<file path="config.mk">
export PLATFORM = sky130hd
export DESIGN_NAME = bch_decode
export DESIGN_NICKNAME = d
export VERILOG_FILES = /design/src/source/bch_pkg.sv /design/src/source/bch_syndrome.sv /design/src/source/bch_berlekamp.sv /design/src/source/bch_chien.sv /design/src/source/bch_decode.sv
export SDC_FILE = /design/constraint.sdc
export NUM_CORES = 1
export LEC_CHECK = 0
export BUFFER_PORTS_ARGS = -buffer_cell sky130_fd_sc_hd__buf_2
export CORE_ASPECT_RATIO = 0.8
export CORE_UTILIZATION = 55
export DETAILED_ROUTE_END_ITERATION = 8
export GPL_TIMING_DRIVEN = 1
export PLACE_DENSITY = 0.72
export SKIP_LAST_GASP = 1
export SLEW_MARGIN = 15
export SYNTH_ARGS = -nofsm -noshare
export SYNTH_HDL_FRONTEND = slang
export SYNTH_SLANG_ARGS = --single-unit
export TNS_END_PERCENT = 20
</file>
<file path="constraint.sdc">
create_clock -name clk -period 2.27 [get_ports clk]
set_clock_uncertainty 0.15 [all_clocks]
set_input_delay 0 -clock clk [delete_from_list [all_inputs] [get_ports clk]]
set_output_delay 0 -clock clk [all_outputs]
set_load 0.05 [all_outputs]
</file>
<file path="src/source/bch_pkg.sv">
package bch_pkg;

	// code geometry
	localparam int FIELD_M = 4;
	localparam int CODE_N = 15;
	localparam int CODE_K = 5;
	localparam int CODE_T = 3;

	// x^4 + x + 1
	localparam logic [FIELD_M:0] PRIM_POLY = 5'b10011;

	// serial discrepancy takes FIELD_M cycles, update takes two
	localparam int BM_STEP_CYCLES = FIELD_M + 2;

	// syndrome, solver, chien load, err register, output register
	localparam int DECODE_LATENCY = CODE_N + CODE_T * BM_STEP_CYCLES + 4;

	typedef logic [FIELD_M-1:0] gf_elem_t;

	typedef struct packed {
		gf_elem_t s1;
		gf_elem_t s2;
		gf_elem_t s3;
		gf_elem_t s4;
		gf_elem_t s5;
		gf_elem_t s6;
	} syn_vec_t;

	typedef struct packed {
		gf_elem_t c0;
		gf_elem_t c1;
		gf_elem_t c2;
		gf_elem_t c3;
	} sigma_t;

	// alpha^0 .. alpha^5 in polynomial basis
	localparam gf_elem_t ALPHA_POW [0:5] = '{
		4'b0001,
		4'b0010,
		4'b0100,
		4'b1000,
		4'b0011,
		4'b0110
	};

	function automatic gf_elem_t gf_mul(gf_elem_t a, gf_elem_t b);
		gf_elem_t prod;
		gf_elem_t x;
		prod = '0;
		x = a;
		for (int i = 0; i < FIELD_M; i++) begin
			if (b[i])
				prod = prod ^ x;
			// multiply x by alpha, reduce on overflow
			x = x[FIELD_M-1] ? ((x << 1) ^ PRIM_POLY[FIELD_M-1:0]) : (x << 1);
		end
		return prod;
	endfunction

	function automatic gf_elem_t gf_square(gf_elem_t a);
		return gf_mul(a, a);
	endfunction

endpackage

</file>
<file path="src/source/bch_syndrome.sv">
`timescale 1ns/10ps

module bch_syndrome
	import bch_pkg::*;
(
	input  logic     clk,
	input  logic     rst_n,
	input  logic     start,
	input  logic     data_in,
	output logic     syn_done,
	output syn_vec_t syn
);

	gf_elem_t acc1;
	gf_elem_t acc3;
	gf_elem_t acc5;
	gf_elem_t nxt1;
	gf_elem_t nxt3;
	gf_elem_t nxt5;
	gf_elem_t in_bit;
	logic [3:0] cnt;
	logic busy;
	logic last;

	assign in_bit = {{(FIELD_M-1){1'b0}}, data_in};
	assign last = busy && (cnt == 4'(CODE_N - 1));

	// horner step, start restarts from zero
	always_comb begin
		nxt1 = gf_mul(start ? '0 : acc1, ALPHA_POW[1]) ^ in_bit;
		nxt3 = gf_mul(start ? '0 : acc3, ALPHA_POW[3]) ^ in_bit;
		nxt5 = gf_mul(start ? '0 : acc5, ALPHA_POW[5]) ^ in_bit;
	end

	always_ff @(posedge clk) begin
		if (!rst_n) begin
			busy <= 1'b0;
			cnt <= '0;
			syn_done <= 1'b0;
		end else begin
			syn_done <= 1'b0;
			if (start) begin
				busy <= 1'b1;
				cnt <= 4'd1;
			end else if (busy) begin
				cnt <= cnt + 4'd1;
				if (last) begin
					busy <= 1'b0;
					syn_done <= 1'b1;
				end
			end
		end
	end

	always_ff @(posedge clk) begin
		if (start || busy) begin
			acc1 <= nxt1;
			acc3 <= nxt3;
			acc5 <= nxt5;
		end
		// even syndromes are squares in a binary code
		if (last && !start) begin
			syn.s1 <= nxt1;
			syn.s2 <= gf_square(nxt1);
			syn.s3 <= nxt3;
			syn.s4 <= gf_square(gf_square(nxt1));
			syn.s5 <= nxt5;
			syn.s6 <= gf_square(nxt3);
		end
	end

endmodule

</file>
<file path="src/source/bch_berlekamp.sv">
`timescale 1ns/10ps

module bch_berlekamp
	import bch_pkg::*;
(
	input  logic     clk,
	input  logic     rst_n,
	input  logic     syn_done,
	input  syn_vec_t syn,
	output logic     sigma_done,
	output sigma_t   sigma
);

	syn_vec_t syn_q;
	syn_vec_t cur_syn;
	gf_elem_t sig [0:CODE_T];
	gf_elem_t sig_nxt [0:CODE_T];
	gf_elem_t bb [0:CODE_T];
	gf_elem_t cur_sig [0:CODE_T];
	gf_elem_t gamma;
	gf_elem_t acc;
	gf_elem_t acc_nxt;
	logic [2:0] cyc;
	logic [2:0] cur_cyc;
	logic [1:0] k;
	logic [1:0] cur_k;
	logic [2:0] len;
	logic busy;
	logic swap;

	function automatic gf_elem_t syn_at(syn_vec_t s, int idx);
		case (idx)
			1: return s.s1;
			2: return s.s2;
			3: return s.s3;
			4: return s.s4;
			5: return s.s5;
			6: return s.s6;
			default: return '0;
		endcase
	endfunction

	// syn_done cycle is already the first discrepancy cycle
	assign cur_syn = syn_done ? syn : syn_q;
	assign cur_cyc = syn_done ? 3'd0 : cyc;
	assign cur_k = syn_done ? 2'd0 : k;

	always_comb begin
		for (int i = 0; i <= CODE_T; i++)
			cur_sig[i] = syn_done ? ((i == 0) ? ALPHA_POW[0] : '0) : sig[i];
	end

	// bit-serial sum of sigma_i * S(2k+1-i) with syndrome bits msb first
	always_comb begin
		int bit_sel;
		gf_elem_t syn_elem;
		bit_sel = FIELD_M - 1 - int'(cur_cyc);
		acc_nxt = gf_mul((cur_cyc == 3'd0) ? '0 : acc, ALPHA_POW[1]);
		for (int i = 0; i <= CODE_T; i++) begin
			syn_elem = syn_at(cur_syn, 2 * int'(cur_k) + 1 - i);
			if (syn_elem[bit_sel])
				acc_nxt = acc_nxt ^ cur_sig[i];
		end
	end

	assign swap = (acc != '0) && ({1'b0, k} >= len);

	always_ff @(posedge clk) begin
		if (!rst_n) begin
			busy <= 1'b0;
			cyc <= '0;
			k <= '0;
			sigma_done <= 1'b0;
		end else begin
			sigma_done <= 1'b0;
			if (syn_done) begin
				busy <= 1'b1;
				cyc <= 3'd1;
				k <= '0;
			end else if (busy) begin
				if (cyc == 3'(BM_STEP_CYCLES - 1)) begin
					cyc <= '0;
					if (k == 2'(CODE_T - 1)) begin
						busy <= 1'b0;
						sigma_done <= 1'b1;
					end else begin
						k <= k + 2'd1;
					end
				end else begin
					cyc <= cyc + 3'd1;
				end
			end
		end
	end

	always_ff @(posedge clk) begin
		if (syn_done) begin
			syn_q <= syn;
			acc <= acc_nxt;
			gamma <= ALPHA_POW[0];
			len <= '0;
			for (int i = 0; i <= CODE_T; i++) begin
				sig[i] <= (i == 0) ? ALPHA_POW[0] : '0;
				bb[i] <= (i == 0) ? ALPHA_POW[0] : '0;
			end
		end else if (busy) begin
			if (cyc < 3'(FIELD_M)) begin
				acc <= acc_nxt;
			end else if (cyc == 3'(FIELD_M)) begin
				// gamma*sigma + delta*x*B
				for (int i = 0; i <= CODE_T; i++)
					sig_nxt[i] <= gf_mul(gamma, sig[i]) ^
						((i > 0) ? gf_mul(acc, bb[i-1]) : '0);
			end else begin
				if (swap) begin
					gamma <= acc;
					len <= 3'd2 * {1'b0, k} + 3'd1 - len;
					for (int i = 0; i <= CODE_T; i++)
						bb[i] <= (i > 0) ? sig[i-1] : '0;
				end else begin
					// odd step skipped so B advances by x^2
					for (int i = 0; i <= CODE_T; i++)
						bb[i] <= (i > 1) ? bb[i-2] : '0;
				end
				for (int i = 0; i <= CODE_T; i++)
					sig[i] <= sig_nxt[i];
			end
		end
	end

	assign sigma.c0 = sig[0];
	assign sigma.c1 = sig[1];
	assign sigma.c2 = sig[2];
	assign sigma.c3 = sig[3];

endmodule

</file>
<file path="src/source/bch_chien.sv">
`timescale 1ns/10ps

module bch_chien
	import bch_pkg::*;
(
	input  logic   clk,
	input  logic   rst_n,
	input  logic   sigma_done,
	input  sigma_t sigma,
	output logic   err,
	output logic   search_done
);

	gf_elem_t coef [0:CODE_T];
	gf_elem_t term [0:CODE_T];
	gf_elem_t sum;
	logic [3:0] pos;
	logic active;

	// received bit 0 carries power 14, so its root test is x = alpha^1
	assign coef[0] = sigma.c0;
	assign coef[1] = sigma.c1;
	assign coef[2] = sigma.c2;
	assign coef[3] = sigma.c3;

	always_comb begin
		sum = '0;
		for (int i = 0; i <= CODE_T; i++)
			sum = sum ^ term[i];
	end

	always_ff @(posedge clk) begin
		for (int i = 0; i <= CODE_T; i++) begin
			if (sigma_done)
				term[i] <= gf_mul(coef[i], ALPHA_POW[i]);
			else if (active)
				term[i] <= gf_mul(term[i], ALPHA_POW[i]);
		end
	end

	always_ff @(posedge clk) begin
		if (!rst_n) begin
			active <= 1'b0;
			pos <= '0;
			err <= 1'b0;
			search_done <= 1'b0;
		end else begin
			search_done <= 1'b0;
			err <= active && (sum == '0);
			if (sigma_done) begin
				active <= 1'b1;
				pos <= '0;
			end else if (active) begin
				pos <= pos + 4'd1;
				if (pos == 4'(CODE_N - 1)) begin
					active <= 1'b0;
					search_done <= 1'b1;
				end
			end
		end
	end

endmodule

</file>
<file path="src/source/bch_decode.sv">
`timescale 1ns/10ps

module bch_decode
	import bch_pkg::*;
(
	input  logic clk,
	input  logic rst_n,
	input  logic start,
	input  logic data_in,
	output logic ready,
	output logic output_valid,
	output logic data_out
);

	syn_vec_t syn;
	sigma_t sigma;
	logic syn_done;
	logic sigma_done;
	logic err;
	logic search_done;
	logic start_ok;
	logic sd_q;
	logic win;
	logic valid_q;
	logic err_q;
	logic [DECODE_LATENCY-2:0] dly;

	// a start while busy is ignored
	assign start_ok = start && ready;

	bch_syndrome bch_syndrome_inst (
		.clk(clk),
		.rst_n(rst_n),
		.start(start_ok),
		.data_in(data_in),
		.syn_done(syn_done),
		.syn(syn)
	);

	bch_berlekamp bch_berlekamp_inst (
		.clk(clk),
		.rst_n(rst_n),
		.syn_done(syn_done),
		.syn(syn),
		.sigma_done(sigma_done),
		.sigma(sigma)
	);

	bch_chien bch_chien_inst (
		.clk(clk),
		.rst_n(rst_n),
		.sigma_done(sigma_done),
		.sigma(sigma),
		.err(err),
		.search_done(search_done)
	);

	// next word may enter once the solver has released its syndromes
	always_ff @(posedge clk) begin
		if (!rst_n)
			ready <= 1'b1;
		else if (start_ok)
			ready <= 1'b0;
		else if (sigma_done)
			ready <= 1'b1;
	end

	// received bits, aligned with err_q
	always_ff @(posedge clk)
		dly <= {dly[DECODE_LATENCY-3:0], data_in};

	always_ff @(posedge clk) begin
		if (!rst_n) begin
			sd_q <= 1'b0;
			win <= 1'b0;
			valid_q <= 1'b0;
			output_valid <= 1'b0;
		end else begin
			sd_q <= sigma_done;
			if (sd_q)
				win <= 1'b1;
			else if (search_done)
				win <= 1'b0;
			valid_q <= win;
			output_valid <= valid_q;
		end
	end

	always_ff @(posedge clk) begin
		err_q <= err && win;
		data_out <= (dly[DECODE_LATENCY-2] ^ err_q) && valid_q;
	end

endmodule

</file>
==> flow_summary.yaml <==
worst_setup_path:
  path_cells: "buf_6, or2_2, mux4_2, o21ai_2, o21ai_1, nand3_1, xor2_1, xnor2_1"
  required_ns: 2.31
  ff2ff_setup_slack_ns: -0.03
  slowest_delay_ns: 0.50
  start_kind: "flip-flop"
  worst-r2r-cell-count: 8
  cp_max_fo: 4
  slowest_stage: "mux4_2"
  endpoint: "bch_berlekamp_inst.acc[1]"
  setup.worst_path.end_class: "flip-flop"
  crit_start: "bch_syndrome_inst.syn_done"
  rr_endpoint: "bch_berlekamp_inst.acc[1]"
  reg2reg_from: "bch_syndrome_inst.syn_done"
  critical_path_class: "flip-flop to flip-flop"
  critical_path_arrival_ns: 2.34
grt:
  grt_max_degree: 26
  antenna_found_initial: 0
  track_usage: 0.258
  grt_pass1_vias: 5989
  grt-ovfl-total: 0
  grt_pass1_wl_microns: 31800
synthesis:
  syn-num-nets: 851
  synthFlopType: "dfxtp_1"
  yosysUniqueCellTypes: 67
  synth_edf_count: 83
  synth_seq_cells: 190
  synth_seq_area_share: 0.521
  syn_avg_cell_area_sq_um: 10.6
  yosysWarnings: 0
  synthTopCellsByCount: "nand2_1 (142), dfxtp_1 (107), xnor2_1 (89)"
  syn-instance-count: 836
  netlist_area_sq_um: 8890
  synth_top_area_share: 0.280
  synth_area_leader_cell: "edfxtp_1"
  async_flop_share: 0
  synth_area_leaders: "edfxtp_1 (28%), dfxtp_1 (24%), xnor2_1 (8.8%)"
  synth.most_common_cell: "nand2_1"
die:
  die_area_sq_um: 16700
  pin_count: 7
  coreArea_sq_um: 15800
  dieWidth_microns: 144
  rows: 41
  die_y_microns: 116
  initial_core_util: 0.563
power:
  power_frac_seq: 0.530
  p_sw_frac: 0.230
  power_density_nw_per_um2: 695
  peakVddDrop_v: 0.000635
  power_leakage_nw: 3.88
  internal-power_w: 0.00550
  power_frac_comb: 0.058
  power.switching_w: 0.00164
  clockPowerShare: 0.412
place:
  routabilityCongestion: 0.888
  dpl.hpwl_microns: 14100
  place_area_sq_um: 9500
  io_buffers: 6
sta:
  fmax_ghz: 0.435
  worst_pin_slew_ns: 0.561
  setup_viol: 3
  setup_ws_ns: -0.0292
  min_period_ns: 2.30
  slew_violations: 0
  finalCritPeriodShare: 1.01
  hold_viol: 0
  rsz0062_at_grt: "yes"
  max-slew-margin-rel: 0.625
  tns_ns: -0.0625
run:
  maxCapViolations: 0
layout:
  drive_gt1_frac: 0.202
  multiInputGateArea_sq_um: 4020
  final-seq-area_sq_um: 4650
  nets: 902
  nFillCells: 1278
  syn2layout_area_growth_pct: 15.5
  fin_area_sq_um: 10300
  diodes: 0
run_status:
  status: "complete, but fails checks"
  violations: "setup timing"
worst_hold_path:
  min_path_type: "primary input to flip-flop"
  hold_start: "start"
clocking:
  cts_max_path_buffers: 2
  path_clk_slew_ns: 0.07
  cts_root_buffer: "clkbuf_16"
  cts_made_buffers: 17
  clock_latency_ns: 0.44
  cts_tree: "yes"
  htreeDepth: 4
  cts_sinks: 190
drt:
  vias: 6100
  viasPerCell: 5.47
  avgRoutedWirePerCell_microns: 17.7
  firstDrtPassIters: 7
  drt-initial-drc-count: 580
  remaining_drc_errors: 0
  ant_nets: 0
  wl_microns: 19800
==> power groups by stage <==
stage | Sequential [W] | Combinational (W) | Clock (W)
detailed placement | 0.00386 | 0.000416 | 0
global placement | 0.00385 | 0.000391 | 0
finish | 0.00378 | 0.000415 | 0.00294
floorplan | 0.00385 | 0.000272 | 0
CTS | 0.00378 | 0.000419 | 0.00301
global route | 0.00379 | 0.000467 | 0.00314
==> metrics by stage <==
step	hold slack (ns)	instances	setup slack, ns	util	total power, W
4_1_cts	0.0182	1110	-0.0243	0.643	0.00721
5_1_grt	0.0971	1115	-0.159	0.650	0.00740
2_1_floorplan	-0.122	836	-0.115	-	0.00413
6_report	0.0445	1115	-0.0292	0.650	0.00714
3_5_place_dp	0.0785	1075	-0.116	0.601	0.00428
3_3_place_gp	0.0807	1075	-0.102	0.601	0.00425
==> critical path, delay by kind of cell, from the launching register on <==
| kind | cells | cell delay, ns |
|---|---|---|
| simple gates | 2 | 0.42 |
| mux | 1 | 0.50 |
| buf+inv | 1 | 0.13 |
| compound gates | 2 | 0.22 |
| flops | 1 | 0.36 |
| xor+xnor | 2 | 0.28 |
==> worst min path at each step <==
stage,end,slack (ns),cells after the start
after floorplan,dly[0],-0.12,0
after global placement,dly[0],0.08,1
after detailed placement,dly[0],0.08,1
after CTS,bch_syndrome_inst.cnt[0],0.02,3
after global routing,ready,0.1,4
final,bch_syndrome_inst.cnt[0],0.04,3
==> metal layers <==
layer / part of all wire / vias to the layer above / GRT usage
met5: 0 / - / 0
met4: 0.013 / 0 / 0.0800
met3: 0.055 / 18 / 0.0500
met2: 0.44 / 163 / 0.390
met1: 0.49 / 2968 / 0.374
li1: - / 2951 / -
==> cells in the final DEF (no fill, tap or decap), drive strengths merged, types with 4 or more instances in the layout <==
master	n
nand2	142
dfxtp	107
xnor2	89
edfxtp	83
buf	79
xor2	50
nor2	46
mux2	42
a21oi	31
inv	25
o21ai	24
clkbuf	21
mux2i	15
and2	15
and3	13
ha	11
nand3	11
nand2b	9
nor2b	7
a221oi	7
a211oi	6
or2	6
nor3	5
a21boi	5
o211ai	4
a22oi	4
==> cells by family (layout without fill, tap and decap cells) <==
logic type	after synthesis	count (layout)	synth area share
AND/OR/NAND/NOR	269	269	0.138
AO/OA/AOI/OAI	100	100	0.0764
multiplexers	60	60	0.0781
buffers and inverters	67	131	0.0345
XOR/XNOR	139	139	0.137
adder cells (fa/ha/maj)	11	11	0.0155
flip-flops	190	190	0.521
==> state kept, by name, indices dropped and copies added (netlist names), 2 cells and up <==
| signal | cells |
|---|---|
| bch_syndrome_inst.acc5 | 4 |
| bch_syndrome_inst.syn | 23 |
| bch_berlekamp_inst.len | 3 |
| bch_chien_inst.pos | 4 |
| bch_syndrome_inst.acc1 | 4 |
| bch_berlekamp_inst.bb | 9 |
| bch_berlekamp_inst.gamma | 4 |
| bch_syndrome_inst.cnt | 4 |
| dly | 36 |
| bch_berlekamp_inst.acc | 4 |
| bch_berlekamp_inst.syn_q | 24 |
| bch_berlekamp_inst.k | 2 |
| bch_berlekamp_inst.sig | 16 |
| bch_berlekamp_inst.sig_nxt | 16 |
| bch_berlekamp_inst.cyc | 3 |
| bch_syndrome_inst.acc3 | 4 |
| bch_chien_inst.term | 16 |
==> cell type report <==
type                       count  share of cell area
timing repair buffer          81              0.0662
multi-input combinational    579               0.391
tap                          215              0.0262
inverter                      18             0.00694
sequential                   190               0.453
clock inverter                11             0.00877
clock buffer                  21              0.0480
==> repair_timing <==
action	in CTS	in global routing
buffers inserted	1	5
gates resized for setup	10	17
endpoints found under the hold margin	32	0
pin swaps	5	11
hold buffers	2	0
setup endpoints to repair	9	7
Note: power is estimated with default switching activity, not from simulation.
